--- config.mk ---
export PLATFORM = sky130hd
export DESIGN_NAME = wb_sram_front_flat
export DESIGN_NICKNAME = d
export VERILOG_FILES = /design/src/sram_pkg.sv /design/src/sram_req_if.sv /design/src/wb_sram_front.sv /design/src/flat_wrapper.sv
export VERILOG_INCLUDE_DIRS = /design/src
export SDC_FILE = /design/constraint.sdc
export NUM_CORES = 1
export LEC_CHECK = 0
export ABC_AREA = 1
export BUFFER_PORTS_ARGS = -buffer_cell sky130_fd_sc_hd__clkbuf_2
export CAP_MARGIN = 40
export CORE_MARGIN = 2
export CORE_UTILIZATION = 40
export CTS_BUF_LIST = sky130_fd_sc_hd__clkbuf_8
export DETAILED_ROUTE_END_ITERATION = 10
export HOLD_SLACK_MARGIN = 0.05
export PLACE_DENSITY = 0.86
export SETUP_SLACK_MARGIN = 0.3
export SYNTH_ARGS = -nofsm -noshare
export SYNTH_HDL_FRONTEND = slang
export SYNTH_SLANG_ARGS = --single-unit
--- constraint.sdc ---
create_clock -name clk -period 6 [get_ports clk]
set_clock_uncertainty 0.05 [all_clocks]
set_input_delay 0.3 -clock clk [delete_from_list [all_inputs] [get_ports clk]]
set_output_delay 0.3 -clock clk [all_outputs]
set_load 0.05 [all_outputs]
--- src/sram_consts.svh ---
// ##############################
// Geometry and bus widths of the 128 KB memory subsystem
// Include wherever a width or a bank count is needed
// ##############################

`ifndef SRAM_CONSTS_SVH
`define SRAM_CONSTS_SVH

// Wishbone byte address width
`define SRAM_AWIDTH 32

// Wishbone data width
`define SRAM_DWIDTH 32

// One select per data byte
`define SRAM_SELW 4

// Word address of one 16K x 16 macro
`define SRAM_ROW_AW 14

// Bank rows in the 2 x 2 grid, picked by the upper word-address bit
`define SRAM_BANKS 2

`endif

--- src/sram_pkg.sv ---
// ##############################
// Shared request types for the memory subsystem
// ##############################

`default_nettype none

package sram_pkg;

`include "sram_consts.svh"

    // Access direction of one request
    typedef enum logic {
        REQ_READ  = 1'b0,
        REQ_WRITE = 1'b1
    } req_kind_e;

    // Byte address split for the 2 x 2 grid
    // Top part aliases every 128 KB
    typedef struct packed {
        logic [14:0]              high;
        logic                     bank;
        logic [`SRAM_ROW_AW-1:0]  row;
        // Byte lanes come from sel instead
        logic [1:0]               byte_off;
    } mem_addr_fields_t;

    // Same word, flat as stored or split as decoded
    typedef union packed {
        logic [`SRAM_AWIDTH-1:0]  byte_addr;
        mem_addr_fields_t         fields;
    } mem_addr_u;

endpackage

`default_nettype wire

--- src/sram_req_if.sv ---
// ##############################
// One registered memory request, front end to bank array
// ##############################

`timescale 1ns/1ps
`default_nettype none

`include "sram_consts.svh"

interface sram_req_if
    import sram_pkg::*;
();

    // High for one cycle per access
    logic                     en;
    req_kind_e                kind;
    mem_addr_u                addr;
    logic [`SRAM_DWIDTH-1:0]  wdata;
    // Byte write mask, copy of sel
    logic [`SRAM_SELW-1:0]    wmask;
    // Valid the cycle after en
    logic [`SRAM_DWIDTH-1:0]  rdata;

    // Front end side
    modport master (output en, kind, addr, wdata, wmask, input rdata);

    // Bank array side
    modport slave (input en, kind, addr, wdata, wmask, output rdata);

endinterface

`default_nettype wire

--- src/wb_sram_front.sv ---
// ##############################
// Wishbone classic slave front end of the memory
// Write acks after 2 cycles, read after 3
// ##############################

`timescale 1ns/1ps
`default_nettype none

`include "sram_consts.svh"

module wb_sram_front
    import sram_pkg::*;
(
    input  logic                     clk,
    input  logic                     rst,
    input  logic                     cyc,
    input  logic                     stb,
    input  logic                     we,
    input  logic [`SRAM_AWIDTH-1:0]  adr,
    input  logic [`SRAM_DWIDTH-1:0]  dat_w,
    input  logic [`SRAM_SELW-1:0]    sel,
    output logic [`SRAM_DWIDTH-1:0]  dat_r,
    output logic                     ack,
    sram_req_if.master               req
);

    // FSM encoding
    localparam logic [1:0] ST_IDLE   = 2'd0;
    localparam logic [1:0] ST_ISSUED = 2'd1;
    localparam logic [1:0] ST_RWAIT  = 2'd2;

    logic [1:0] state;
    logic       start;

    // New access only when idle and not in the ack cycle
    // Master still shows the old request while ack is high
    assign start = (state == ST_IDLE) && cyc && stb && !ack;

    // Control path
    always_ff @(posedge clk) begin
        if (rst) begin
            state   <= ST_IDLE;
            req.en  <= 1'b0;
            ack     <= 1'b0;
        end else begin
            // Pulses by default
            req.en <= 1'b0;
            ack    <= 1'b0;
            case (state)
                ST_IDLE: begin
                    if (start) begin
                        req.en <= 1'b1;
                        state  <= ST_ISSUED;
                    end
                end
                ST_ISSUED: begin
                    // Array took the request on this edge
                    if (req.kind == REQ_WRITE) begin
                        ack   <= 1'b1;
                        state <= ST_IDLE;
                    end else begin
                        state <= ST_RWAIT;
                    end
                end
                ST_RWAIT: begin
                    // Macro output now valid
                    ack   <= 1'b1;
                    state <= ST_IDLE;
                end
                default: state <= ST_IDLE;
            endcase
        end
    end

    // Request payload, captured once per access
    always_ff @(posedge clk) begin
        if (start) begin
            req.kind           <= we ? REQ_WRITE : REQ_READ;
            req.addr.byte_addr <= adr;
            req.wdata          <= dat_w;
            req.wmask          <= sel;
        end
    end

    // Read data goes out with the ack and holds until the next read
    always_ff @(posedge clk) begin
        if (rst) begin
            dat_r <= '0;
        end else if (state == ST_RWAIT) begin
            dat_r <= req.rdata;
        end
    end

endmodule

`default_nettype wire

--- src/flat_wrapper.sv ---
// flat-port wrapper written by rule: the top's interface ports become plain ports
module wb_sram_front_flat import sram_pkg::*;
  (clk, rst, cyc, stb, we, adr, dat_w, sel, dat_r, ack, req_en, req_kind, req_addr, req_wdata, req_wmask, req_rdata);
  sram_req_if req_i ();
  input  logic clk;
  input  logic rst;
  input  logic cyc;
  input  logic stb;
  input  logic we;
  input  logic [`SRAM_AWIDTH-1:0] adr;
  input  logic [`SRAM_DWIDTH-1:0] dat_w;
  input  logic [`SRAM_SELW-1:0] sel;
  output logic [`SRAM_DWIDTH-1:0] dat_r;
  output logic ack;
  output wire logic [$bits(req_i.en)-1:0] req_en;
  output wire logic [$bits(req_i.kind)-1:0] req_kind;
  output wire logic [$bits(req_i.addr)-1:0] req_addr;
  output wire logic [$bits(req_i.wdata)-1:0] req_wdata;
  output wire logic [$bits(req_i.wmask)-1:0] req_wmask;
  input wire logic [$bits(req_i.rdata)-1:0] req_rdata;
  assign req_en = req_i.en;
  assign req_kind = req_i.kind;
  assign req_addr = req_i.addr;
  assign req_wdata = req_i.wdata;
  assign req_wmask = req_i.wmask;
  assign req_i.rdata = req_rdata;
  wb_sram_front u_core (.clk(clk), .rst(rst), .cyc(cyc), .stb(stb), .we(we), .adr(adr), .dat_w(dat_w), .sel(sel), .dat_r(dat_r), .ack(ack), .req(req_i));
endmodule
==> results by group, run 1 <==
STA
  – Normalized max-slew margin: 0.441
  – RSZ-0062 raised after global routing: no
  – Crit path time final: 1.96 ns
  – Final setup viols: 0
  – Setup tns final: 0 ns
  – Worst Max-Slew Pin Slew: 0.838 ns
  – Final Hold Vio Count: 0
  – Final Max Tran Viols: 0
  – FMAX: 0.510 GHz
  – Part of the cycle the worst path needs: 0.327

Place
  – Post-DP Area: 4540 um2
  – Placed insts: 542
  – Hpwl dp: 6.39 mm
  – GP Congestion: 0.737
  – Port bufs: 207

Worst setup path
  – CP Cell Sequence: inv_1 -> ha_1 -> inv_1 -> nor3_4 -> buf_4
  – CP peak stage delay: 0.67 ns
  – Worst Path Max Fanout: 69
  – Delay-heaviest family, CP: buffers and inverters
  – Crit. Startpoint: u_core.state[0]
  – Slowest stage cell, crit path: buf_4
  – CP endpoint kind: flop
  – CP arrival: 1.89 ns
  – CP Launch Type: flop
  – Reg2reg start: u_core.state[0]
  – Buf/Inv on CP: 3
  – CP most frequent cell: inv_1
  – Worst Path Required: 5.93 ns
  – WS Path Type: reg2reg

Routing
  – Via count: 2721
  – Iter 0 DRT Violations: 137
  – Antenna-violating nets left: 0
  – Vias per std cell: 4.58
  – WL per Instance: 16.6 um
  – Drt pass-1 iters: 4
  – Remaining DRCs: 0
  – Drt total wl: 9.84 mm

Final layout
  – Leading cell types in the layout, fill and taps excluded: 207 x clkbuf_2, 69 x edfxtp_1, 68 x nor2_1, 36 x dlygate4sd3_1, 36 x dfxtp_1
  – # diodes: 0
  – Post-layout nets: 593
  – Multi-input combinational cell area: 534 um2
  – Commonest non-fill, non-tap cell in the layout: clkbuf_2
  – Layout cells sized above 1: 0.466
  – Fillers: 650
  – Layout area overhead: 48.9%
  – Register area: 2790 um2
  – Finished Layout Cells: 594
  – Fin area: 5080 um2

CTS
  – Worst skew pair latency: 0.35 ns
  – Htree depth: 3
  – PostCTS Resize Cnt: 0
  – # clock sinks: 105
  – CTS root buffer: clkbuf_8
  – Cts bufs inserted: 9
  – CTS tree: yes
  – Clk slew on worst S/H paths: 0.11 ns
  – Bufs on Longest Clock Path: 2

Power
  – Sequential power share: 0.441
  – Sw frac: 0.438
  – Switching Power: 990 uW
  – Comb pwr share: 0.383
  – Leak: 2.35 nW
  – Clk network pwr share: 0.177
  – Pint: 1.27 mW
  – PwrDens: 445 nW/um2
  – Max VDD drop: 0.213 mV

Floorplan
  – Core Box Area: 8260 um2
  – I/O pin count: 208
  – Initial Util: 0.413
  – Die area: 9290 um2
  – # rows: 33
  – Die Width: 96.4 um
  – Die Span Y: 96.4 um

Run
  – Max-cap violations: 0

Global route
  – Initial antenna violation count: 0
  – GRT met1 Usage: 0.204
  – Most Crowded Layer GR: met2
  – Met3 Use GR: 0.0551
  – Largest net degree at the start of global routing: 70
  – First-pass GRT wire length: 12.7 mm
  – Vias in the first global route: 2535
  – Total GRT Usage: 0.186
  – GRT overflow: 0
  – Met2 usage: 0.342

Yosys
  – Simple-Gate Fraction of Synth Area: 0.0869
  – #FFs+latches synth: 105
  – Post-synthesis sequential area ratio: 0.818
  – Largest family of logic cells by synthesized area: simple AND/OR/NAND/NOR gates
  – Mapped Area: 3410 um2
  – Mux contribution to synthesized area: 0
  – Syn_nets: 346
  – Mapped Cells: 237
  – Synth Area in Adders: 0.0147
  – Synthesized area per cell: 14.4 um2
  – Complex-gate fraction of the synthesized area: 0.0517
  – Syn. warnings: 0
  – Post-synthesis xor/xnor area fraction: 0
  – Distinct cells, synth: 16

Hold path
  – Hold Startpoint: dat_w[2]
  – Worst hold path class: in2reg

Status
  – Outcome: completed
==> layout make-up <==
cell class | instances | area share
Tap cell | 105 | 0.0258
Timing Repair Buffer | 245 | 0.279
Sequential cell | 105 | 0.549
Clock buffer | 9 | 0.0244
Clock inverter | 7 | 0.0108
Inverter | 7 | 0.00517
Multi-Input combinational cell | 116 | 0.105
==> what timing repair did <==
action                    4_1_cts  5_1_grt
buffers inserted                0        0
hold endpoints to repair       19       17
hold buffers                   19       17
==> kinds of logic after synthesis <==
group | after synthesis
AND/OR/NAND/NOR | 78
AO/OA/AOI/OAI | 34
buffers and inverters | 16
flip-flops | 105
adder cells (fa/ha/maj) | 4
==> path summary, 6_finish.rpt <==
check / endpoint / cells after the start / slack, ns
setup reg to reg: u_core.req.addr[22] / 5 / 4.04
hold / removal: u_core.req.wdata[2] / 1 / 0.07
hold reg to reg: u_core.dat_r[27] / 2 / 0.46
setup / recovery: u_core.req.addr[22] / 5 / 4.04
==> cells in the mapped netlist <==
master | n | area (um2)
inv_2 | 2 | 7.51
o21ai_0 | 29 | 145
buf_6 | 3 | 33.8
buf_2 | 3 | 15.0
nor3_1 | 1 | 5.00
dfxtp_1 | 36 | 721
a21oi_2 | 1 | 8.76
edfxtp_1 | 69 | 2070
nand2_1 | 8 | 30.0
ha_1 | 4 | 50.1
nor2_1 | 68 | 255
nor4_1 | 1 | 6.26
inv_1 | 5 | 18.8
buf_4 | 3 | 22.5
o21bai_1 | 1 | 7.51
o21ai_1 | 3 | 15.0
==> stage by stage <==
step	hold WS [ns]	power [mW]	setup WS (ns)	utilization
finish	0.0707	2.26	4.04	0.615
global route	0.0434	2.37	3.90	0.615
CTS	0.0502	2.26	4.03	0.595
detailed placement	0.429	1.85	4.07	0.550
global placement	0.427	1.82	3.89	0.548
floorplan	0.329	1.66	2.18	-
==> sequential cells by signal (all words and copies together), names as in the netlist <==
| name | cells |
|---|---|
| u_core.ack | 1 |
| u_core.dat_r | 32 |
| u_core.req.addr | 32 |
| u_core.req.en | 1 |
| u_core.req.kind | 1 |
| u_core.req.wdata | 32 |
| u_core.req.wmask | 4 |
| u_core.state | 2 |
==> power by group through the flow <==
stage | sequential [mW] | clock [mW] | combinational (mW)
finish | 0.996 | 0.400 | 0.865
global route | 1.01 | 0.441 | 0.918
CTS | 0.992 | 0.409 | 0.858
detailed placement | 1.01 | 0 | 0.847
global placement | 1.00 | 0 | 0.821
floorplan | 1.46 | 0 | 0.192
==> metal layers <==
layer	part of all wire	wire length [um]
met1	0.37	3620
met2	0.52	5090
met3	0.10	1030
met4	0.010	102
met5	0	0
(Power assumes the default switching activity.)
==> run 2: changes to the inputs <==
--- a/config.mk
+++ b/config.mk
@@ -10,11 +10,11 @@
 export BUFFER_PORTS_ARGS = -buffer_cell sky130_fd_sc_hd__clkbuf_2
 export CAP_MARGIN = 40
 export CORE_MARGIN = 2
-export CORE_UTILIZATION = 40
+export CORE_UTILIZATION = 44
 export CTS_BUF_LIST = sky130_fd_sc_hd__clkbuf_8
 export DETAILED_ROUTE_END_ITERATION = 10
 export HOLD_SLACK_MARGIN = 0.05
-export PLACE_DENSITY = 0.86
+export PLACE_DENSITY = 0.9
 export SETUP_SLACK_MARGIN = 0.3
 export SYNTH_ARGS = -nofsm -noshare
 export SYNTH_HDL_FRONTEND = slang
==> constraint.sdc (replaced) <==
create_clock -name clk -period 2 [get_ports clk]
set_clock_uncertainty 0.05 [all_clocks]
set_input_delay 0.1 -clock clk [delete_from_list [all_inputs] [get_ports clk]]
set_output_delay 0.1 -clock clk [all_outputs]
set_load 0.05 [all_outputs]
==> run 2 against run 1 <==
Against the previous run: maximum frequency up 31%; cell count grew 11%; critical path depth did not move; register-to-register slack worse by 3.5 ns; design area grew 14%; sequential share of layout area is 6.6 points lower; critical path type unchanged; critical endpoint is now u_core.req.en; highest routed layer unchanged.
==> results by group, run 2 (same netlist as run 1, synthesis figures left out) <==
Final layout
  – Commonest non-fill, non-tap cell in the layout: clkbuf_2
  – Layout area overhead: 69.4%
  – Finished Layout Cells: 658 (+11%)
  – Fillers: 439 (-32%)
  – Leading cell types in the layout, fill and taps excluded: 207 x clkbuf_2, 103 x dlygate4sd3_1, 69 x edfxtp_1, 68 x nor2_1, 33 x dfxtp_1
  – Largest regs: u_core.dat_r x32, u_core.req.addr x32, u_core.req.wdata x32
  – Post-layout nets: 660 (+11%)
  – Layout cells sized above 1: 0.424 (-0.0418)
  – # diodes: 0 (unchanged)
  – Final Core Density: 0.760 (+0.144)

Worst setup path
  – CP arrival: 1.76 ns (-0.13 ns)
  – CP most frequent cell: inv_2
  – Worst Path Required: 2.27 ns (-3.66 ns)
  – CP endpoint kind: flop
  – CP Cell Sequence: inv_2 -> ha_4 -> inv_2 -> nor4_1 -> dlygate4sd3_1
  – CP Launch Type: flop
  – Worst Path Max Fanout: 3 (-96%)
  – WS Path Type: reg2reg
  – Delay-heaviest family, CP: buffers and inverters
  – Slowest stage cell, crit path: dlygate4sd3_1
  – CP peak stage delay: 0.57 ns (-0.10 ns)
  – Buf/Inv on CP: 3 (unchanged)

Power
  – Leak: 2.64 nW (+12%)
  – Sequential power share: 0.429 (-0.012)
  – Pint: 3.94 mW (+210%)
  – Max VDD drop: 0.745 mV (+250%)
  – Clk network pwr share: 0.176 (about the same)
  – Sw frac: 0.440 (+0.00184)
  – Total chip power: 7.03 mW (+210%)
  – PwrDens: 1220 nW/um2 (+170%)
  – Comb pwr share: 0.395 (+0.012)
  – Switching Power: 3.09 mW (+210%)

STA
  – Part of the cycle the worst path needs: 0.747 (+0.420)
  – Final setup viols: 0 (unchanged)
  – FMAX: 0.669 GHz (+31%)
  – Hold_ws: 0.218 ns (+0.148 ns)
  – Normalized max-slew margin: 0.693 (+0.252)
  – Setup tns final: 0 ns (unchanged)
  – Worst Max-Slew Pin Slew: 0.460 ns (-0.378 ns)
  – RSZ-0062 raised after global routing: no
  – Final Max Tran Viols: 0 (unchanged)
  – Crit path time final: 1.49 ns (-0.468 ns)
  – Final Hold Vio Count: 0 (unchanged)

Status
  – Outcome: completed

Global route
  – GRT overflow: 0 (unchanged)
  – Vias in the first global route: 3196 (+26%)
  – Largest net degree at the start of global routing: 70 (unchanged)
  – Initial antenna violation count: 0 (unchanged)
  – First-pass GRT wire length: 17.4 mm (+37%)
  – Total GRT Usage: 0.279 (+0.0932)

CTS
  – Htree depth: 3 (unchanged)
  – Worst skew pair latency: 0.36 ns (about the same)
  – Bufs on Longest Clock Path: 2 (unchanged)
  – # clock sinks: 105 (unchanged)
  – # Post-CTS Setup Buffers: 0 (unchanged)
  – Clk slew on worst S/H paths: 0.10 ns (about the same)
  – Cts bufs inserted: 9 (unchanged)
  – CTS root buffer: clkbuf_8
  – CTS tree: yes

Floorplan
  – Die Width: 92.1 um (-4.5%)
  – # rows: 32 (-3.0%)
  – Die Span Y: 92.1 um (-4.5%)
  – Initial Util: 0.449 (+0.0354)
  – I/O pin count: 208 (unchanged)
  – Core Box Area: 7610 um2 (-7.9%)
  – Die area: 8480 um2 (-8.7%)

Routing
  – Iter 0 DRT Violations: 252 (+84%)
  – Drt total wl: 11.7 mm (+18%)
  – Antenna-violating nets left: 0 (unchanged)
  – Drt pass-1 iters: 4 (unchanged)
  – WL per Instance: 17.7 um (+7.0%)
  – Via count: 3188 (+17%)
  – Vias per std cell: 4.84 (+5.8%)
  – Remaining DRCs: 0 (unchanged)

Hold path
  – Worst hold path class: in2reg

Place
  – GP Congestion: 0.724 (-1.8%)
  – Placed insts: 539 (-0.55%)
  – Port bufs: 207 (unchanged)
  – Hpwl dp: 6.32 mm (-0.98%)

Run
  – Max-cap violations: 0 (unchanged)
[run 2: changes by cell type in the layout (fill, tap and decap cells not counted), sizes merged]
cell / previous run / this run
dlygate4sd3: 36 / 103
clkinv: 1 / 3
clkinvlp: 3 / 1
[run 2: final timing paths]
path	cells after the start	end	from	slack (ns)
max	5	u_core.req.en	u_core.state[1]	0.51
min	5	u_core.state[1]	cyc	0.22
max reg2reg	5	u_core.req.en	u_core.state[1]	0.51
min reg2reg	2	u_core.dat_r[31]	u_core.dat_r[31]	0.46
[run 2: final cells by class]
| class | count | area (um2) | area share |
|---|---|---|---|
| clock buffers | 9 | 124 | 0.0214 |
| clock inverters | 7 | 60.1 | 0.0104 |
| inverters | 7 | 28.8 | 0.00498 |
| multi-input cells | 116 | 549 | 0.0950 |
| flip-flops and latches | 105 | 2800 | 0.484 |
| well taps | 102 | 128 | 0.0221 |
| repair buffers | 312 | 2090 | 0.362 |
[run 2: per-layer routing]
| layer | wire (um) | global-route usage | part of all wire |
|---|---|---|---|
| met5 | 0 | 0 | 0 |
| met4 | 280 | 0.0995 | 0.024 |
| met3 | 1080 | 0.0978 | 0.093 |
| met2 | 6010 | 0.490 | 0.52 |
| met1 | 4280 | 0.314 | 0.37 |
[run 2: repair_timing]
action,in CTS,in global routing
endpoints found under the setup margin,0,26
hold buffers,103,0
gates resized for setup,0,3
hold endpoints to repair,102,0
[run 2: worst register-to-register path, stage by stage, from the launching register on]
cell and delay, ns:
dfxtp_2 0.35, inv_2 0.09, ha_4 0.13, inv_2 0.05, nor4_1 0.22, dlygate4sd3_1 0.57
[run 2: stage by stage]
stage / worst slack, ns / instance area [um2]
2_1_floorplan: -0.665 / 3440
3_3_place_gp: 0.519 / 4560
3_5_place_dp: 0.443 / 4560
4_1_cts: 0.431 / 5780
5_1_grt: 0.389 / 5780
6_report: 0.506 / 5780
[run 2: power by group through the flow]
stage | sequential, mW | clock, mW | combinational (mW)
5_1_grt | 3.06 | 1.35 | 2.92
3_3_place_gp | 3.00 | 0 | 2.51
6_report | 3.02 | 1.24 | 2.77
3_5_place_dp | 3.02 | 0 | 2.57
2_1_floorplan | 4.39 | 0 | 0.606
4_1_cts | 2.98 | 1.24 | 2.74
==> run 3: changes to the inputs <==
--- a/config.mk
+++ b/config.mk
@@ -6,7 +6,7 @@
 export SDC_FILE = /design/constraint.sdc
 export NUM_CORES = 1
 export LEC_CHECK = 0
-export ABC_AREA = 1
+export ABC_AREA = 0
 export BUFFER_PORTS_ARGS = -buffer_cell sky130_fd_sc_hd__clkbuf_2
 export CAP_MARGIN = 40
 export CORE_MARGIN = 2
@@ -14,7 +14,7 @@
 export CTS_BUF_LIST = sky130_fd_sc_hd__clkbuf_8
 export DETAILED_ROUTE_END_ITERATION = 10
 export HOLD_SLACK_MARGIN = 0.05
-export PLACE_DENSITY = 0.9
+export PLACE_DENSITY = 0.89
 export SETUP_SLACK_MARGIN = 0.3
 export SYNTH_ARGS = -nofsm -noshare
 export SYNTH_HDL_FRONTEND = slang
==> constraint.sdc (replaced) <==
create_clock -name clk -period 1.4 [get_ports clk]
set_clock_uncertainty 0.05 [all_clocks]
set_input_delay 0.07 -clock clk [delete_from_list [all_inputs] [get_ports clk]]
set_output_delay 0.07 -clock clk [all_outputs]
set_load 0.05 [all_outputs]
==> run 3 against run 2 <==
Against the previous run: the flow now finishes with violations (negative hold slack, negative setup slack); non-clock buffer count is 27 higher; critical endpoint is now u_core.dat_r[0]; sequential share of layout area is 7.2 points lower; maximum frequency is 1.6% lower; via count increased by 0.13%; clock power up 49%; critical path depth rose by 2; sequential power rose by 23%; largest cell class is now buffers; routed wire length is 19% higher; hold slack lost 0.23 ns; die area up 2.1%.
==> results by group, run 3 <==
Place
  – GP Congestion: 0.758 (+4.7%)
  – Hpwl dp: 6.24 mm (-1.4%)
  – Placed insts: 509 (-5.6%)
  – Port bufs: 207 (unchanged)

Worst setup path
  – Worst setup endpoint: u_core.dat_r[0]
  – Flop-to-flop setup slack: -0.12 ns (-0.62 ns)
  – Worst Path Max Fanout: 6 (+3)
  – Crit. Startpoint: u_core.state[0]
  – CP arrival: 1.71 ns (-0.05 ns)
  – Worst Path Required: 1.59 ns (-0.68 ns)
  – CP endpoint kind: flop
  – R2r worst-path depth: 7 (+2)
  – CP Launch Type: flop
  – Reg-to-reg endpoint: u_core.dat_r[0]
  – Reg2reg start: u_core.state[0]
  – WS Path Type: reg2reg

Hold path
  – Worst hold path class: in2reg
  – Hold Startpoint: stb

Status
  – Failing checks: negative hold slack, negative setup slack
  – Outcome: finished, violations left

Final layout
  – Layout area overhead: 95.1%
  – Finished Layout Cells: 646 (-1.8%)
  – Post-layout nets: 647 (-2.0%)
  – Largest regs: u_core.dat_r x32, u_core.req.addr x32, u_core.req.wdata x32
  – Layout cells sized above 1: 0.506 (+0.0820)
  – Commonest non-fill, non-tap cell in the layout: clkbuf_2
  – Leading cell types in the layout, fill and taps excluded: 104 x clkbuf_2, 103 x dlygate4sd3_1, 69 x edfxtp_1, 49 x buf_4, 32 x dfxtp_1

Power
  – Leak: 2.87 nW (+9.0%)
  – PwrDens: 1160 nW/um2 (-4.6%)
  – Max VDD drop: 0.915 mV (+23%)

Yosys
  – Largest family of logic cells by synthesized area: multiplexers
  – #FFs+latches synth: 105 (unchanged)
  – Synthesized area per cell: 17.8 um2 (+24%)
  – Post-synthesis sequential area ratio: 0.800 (-0.0179)
  – Asr flop ratio synth: 0 (unchanged)
  – Main synth FF type: edfxtp_1
  – Synth Area in Adders: 0.0143 (-0.000321)
  – Simple-Gate Fraction of Synth Area: 0.0556 (-0.0313)
  – Syn_nets: 305 (-12%)
  – Most common cell in the netlist: edfxtp_1
  – Mapped Cells: 196 (-17%)
  – Post-synth top area share: 0.594 (-0.0133)
  – Complex-gate fraction of the synthesized area: 0.00753 (-0.0442)
  – Syn. warnings: 0 (unchanged)
  – Synth top cells by count: 69 x edfxtp_1, 36 x dfxtp_1, 33 x nor2_1, 32 x mux2i_1
  – Post-synth EDFFs: 69 (unchanged)
  – Synth top area cells: edfxtp_1 59%, dfxtp_1 21%, mux2i_1 9.2%
  – Post-synthesis xor/xnor area fraction: 0 (unchanged)
  – Mux contribution to synthesized area: 0.0918 (+0.0918)
  – Distinct cells, synth: 18 (+2)
  – Mapped Area: 3490 um2 (+2.2%)
  – Cell taking the most area after synthesis: edfxtp_1

Floorplan
  – # rows: 32 (unchanged)
  – Initial Util: 0.454 (+0.00525)
  – Die Width: 93.1 um (+1.1%)
  – Core Box Area: 7690 um2 (+1.1%)
  – I/O pin count: 208 (unchanged)
  – Die Span Y: 93.1 um (+1.1%)
  – Die area: 8660 um2 (+2.1%)

STA
  – Final Hold Vio Count: 1 (+1)
  – RSZ-0062 raised after global routing: yes
  – Final Max Tran Viols: 0 (unchanged)
  – Crit path time final: 1.52 ns (+0.0237 ns)
  – Post-route worst setup slack: -0.118 ns (-0.624 ns)
  – Worst Max-Slew Pin Slew: 0.373 ns (-0.0870 ns)
  – Part of the cycle the worst path needs: 1.08 (+0.337)
  – Normalized max-slew margin: 0.750 (+0.0576)
  – FMAX: 0.659 GHz (-1.6%)
  – Setup tns final: -1.27 ns (-1.27 ns)
  – Hold_ws: -0.0114 ns (-0.230 ns)
  – Final setup viols: 43 (+43)

Routing
  – Remaining DRCs: 0 (unchanged)
  – Vias per std cell: 4.94 (+2.0%)
  – Via count: 3192 (+0.13%)
  – Drt pass-1 iters: 4 (unchanged)
  – Iter 0 DRT Violations: 173 (-31%)
  – Drt total wl: 13.9 mm (+19%)
  – WL per Instance: 21.5 um (+21%)
  – Antenna-violating nets left: 0 (unchanged)

CTS
  – Clk slew on worst S/H paths: 0.11 ns (about the same)
  – Bufs on Longest Clock Path: 2 (unchanged)
  – Htree depth: 3 (unchanged)
  – Post-CTS Hold Fix Bufs: 103 (unchanged)
  – # clock sinks: 105 (unchanged)
  – Cts bufs inserted: 9 (unchanged)
  – CTS tree: yes
  – CTS root buffer: clkbuf_8
  – Worst skew pair latency: 0.36 ns (about the same)

Global route
  – First-pass GRT wire length: 17.5 mm (+0.96%)
  – Largest net degree at the start of global routing: 39 (-44%)
  – Total GRT Usage: 0.276 (-0.00306)
  – Vias in the first global route: 3212 (+0.50%)
  – GRT overflow: 0 (unchanged)
  – Initial antenna violation count: 1 (+1)

Run
  – Max-cap violations: 0 (unchanged)
run 3: kinds of logic (layout without fill, tap and decap cells):
family | Yosys count | after routing
and+or+nand+nor | 40 | 40
buffers and inverters | 12 | 359
other | 0 | 1
muxes | 32 | 32
adders and majority gates | 4 | 4
DFF | 105 | 105
AOI/OAI and AO/OA | 3 | 3
run 3: worst min-delay path by stage:
stage	to	slack, ns	cells after the start
after floorplan	u_core.req.addr[0]	0.12	0
after global placement	u_core.req.wdata[20]	0.20	1
after detailed placement	u_core.req.addr[9]	0.20	1
after CTS	u_core.req.en	-0.06	3
after global routing	u_core.req.en	-0.03	3
final	u_core.req.en	-0.01	3
run 3: critical path: stages, from the launching register on:
cell	delay (ns)
dfxtp_2	0.35
inv_2	0.09
buf_6	0.11
ha_4	0.19
buf_12	0.12
buf_16	0.12
mux2i_2	0.26
nor2_1	0.12
run 3: through the flow:
stage / hold slack [ns] / utilization / power [mW] / setup slack [ns] / instance area (um2)
global route: -0.0265 / 0.886 / 8.12 / -0.145 / 6810
detailed placement: 0.199 / 0.612 / 5.24 / 0.00445 / 4710
floorplan: 0.119 / - / 4.78 / -0.700 / 3520
CTS: -0.0583 / 0.833 / 7.45 / 0.00121 / 6400
finish: -0.0114 / 0.886 / 7.89 / -0.118 / 6810
global placement: 0.197 / 0.612 / 5.18 / 0.0769 / 4710
run 3: per-layer routing:
layer | vias up | wire [um] | global-route usage
met3 | 43 | 1010 | 0.0733
li1 | 1393 | - | -
met2 | 205 | 7500 | 0.524
met4 | 0 | 479 | 0.0833
met5 | - | 0 | 0
met1 | 1551 | 4920 | 0.298
run 3: what timing repair did:
action                                 in CTS  in global routing
endpoints found under the hold margin     104                  3
gates cloned                                2                  6
buffers inserted                            5                  4
setup endpoints to repair                 193                179
pin swaps                                   2                 11
gates resized for setup                   117                140
run 3: where the power goes:
part / leakage, nW / internal (mW) / switching, mW
clock network: 0.0997 / 0.815 / 1.04
logic: 1.84 / 1.02 / 1.31
registers: 0.934 / 3.58 / 0.129
total: 2.87 / 5.42 / 2.48
run 3: area by class of cell:
| class | instances | area [um2] |
|---|---|---|
| timing repair buffer | 339 | 2980 |
| sequential | 105 | 2800 |
| fill | 313 | 880 |
| multi-input combinational | 79 | 701 |
| tap | 102 | 128 |
| clock buffer | 9 | 124 |
| clock inverter | 7 | 62.6 |
| inverter | 4 | 15.0 |
| antenna | 1 | 2.50 |
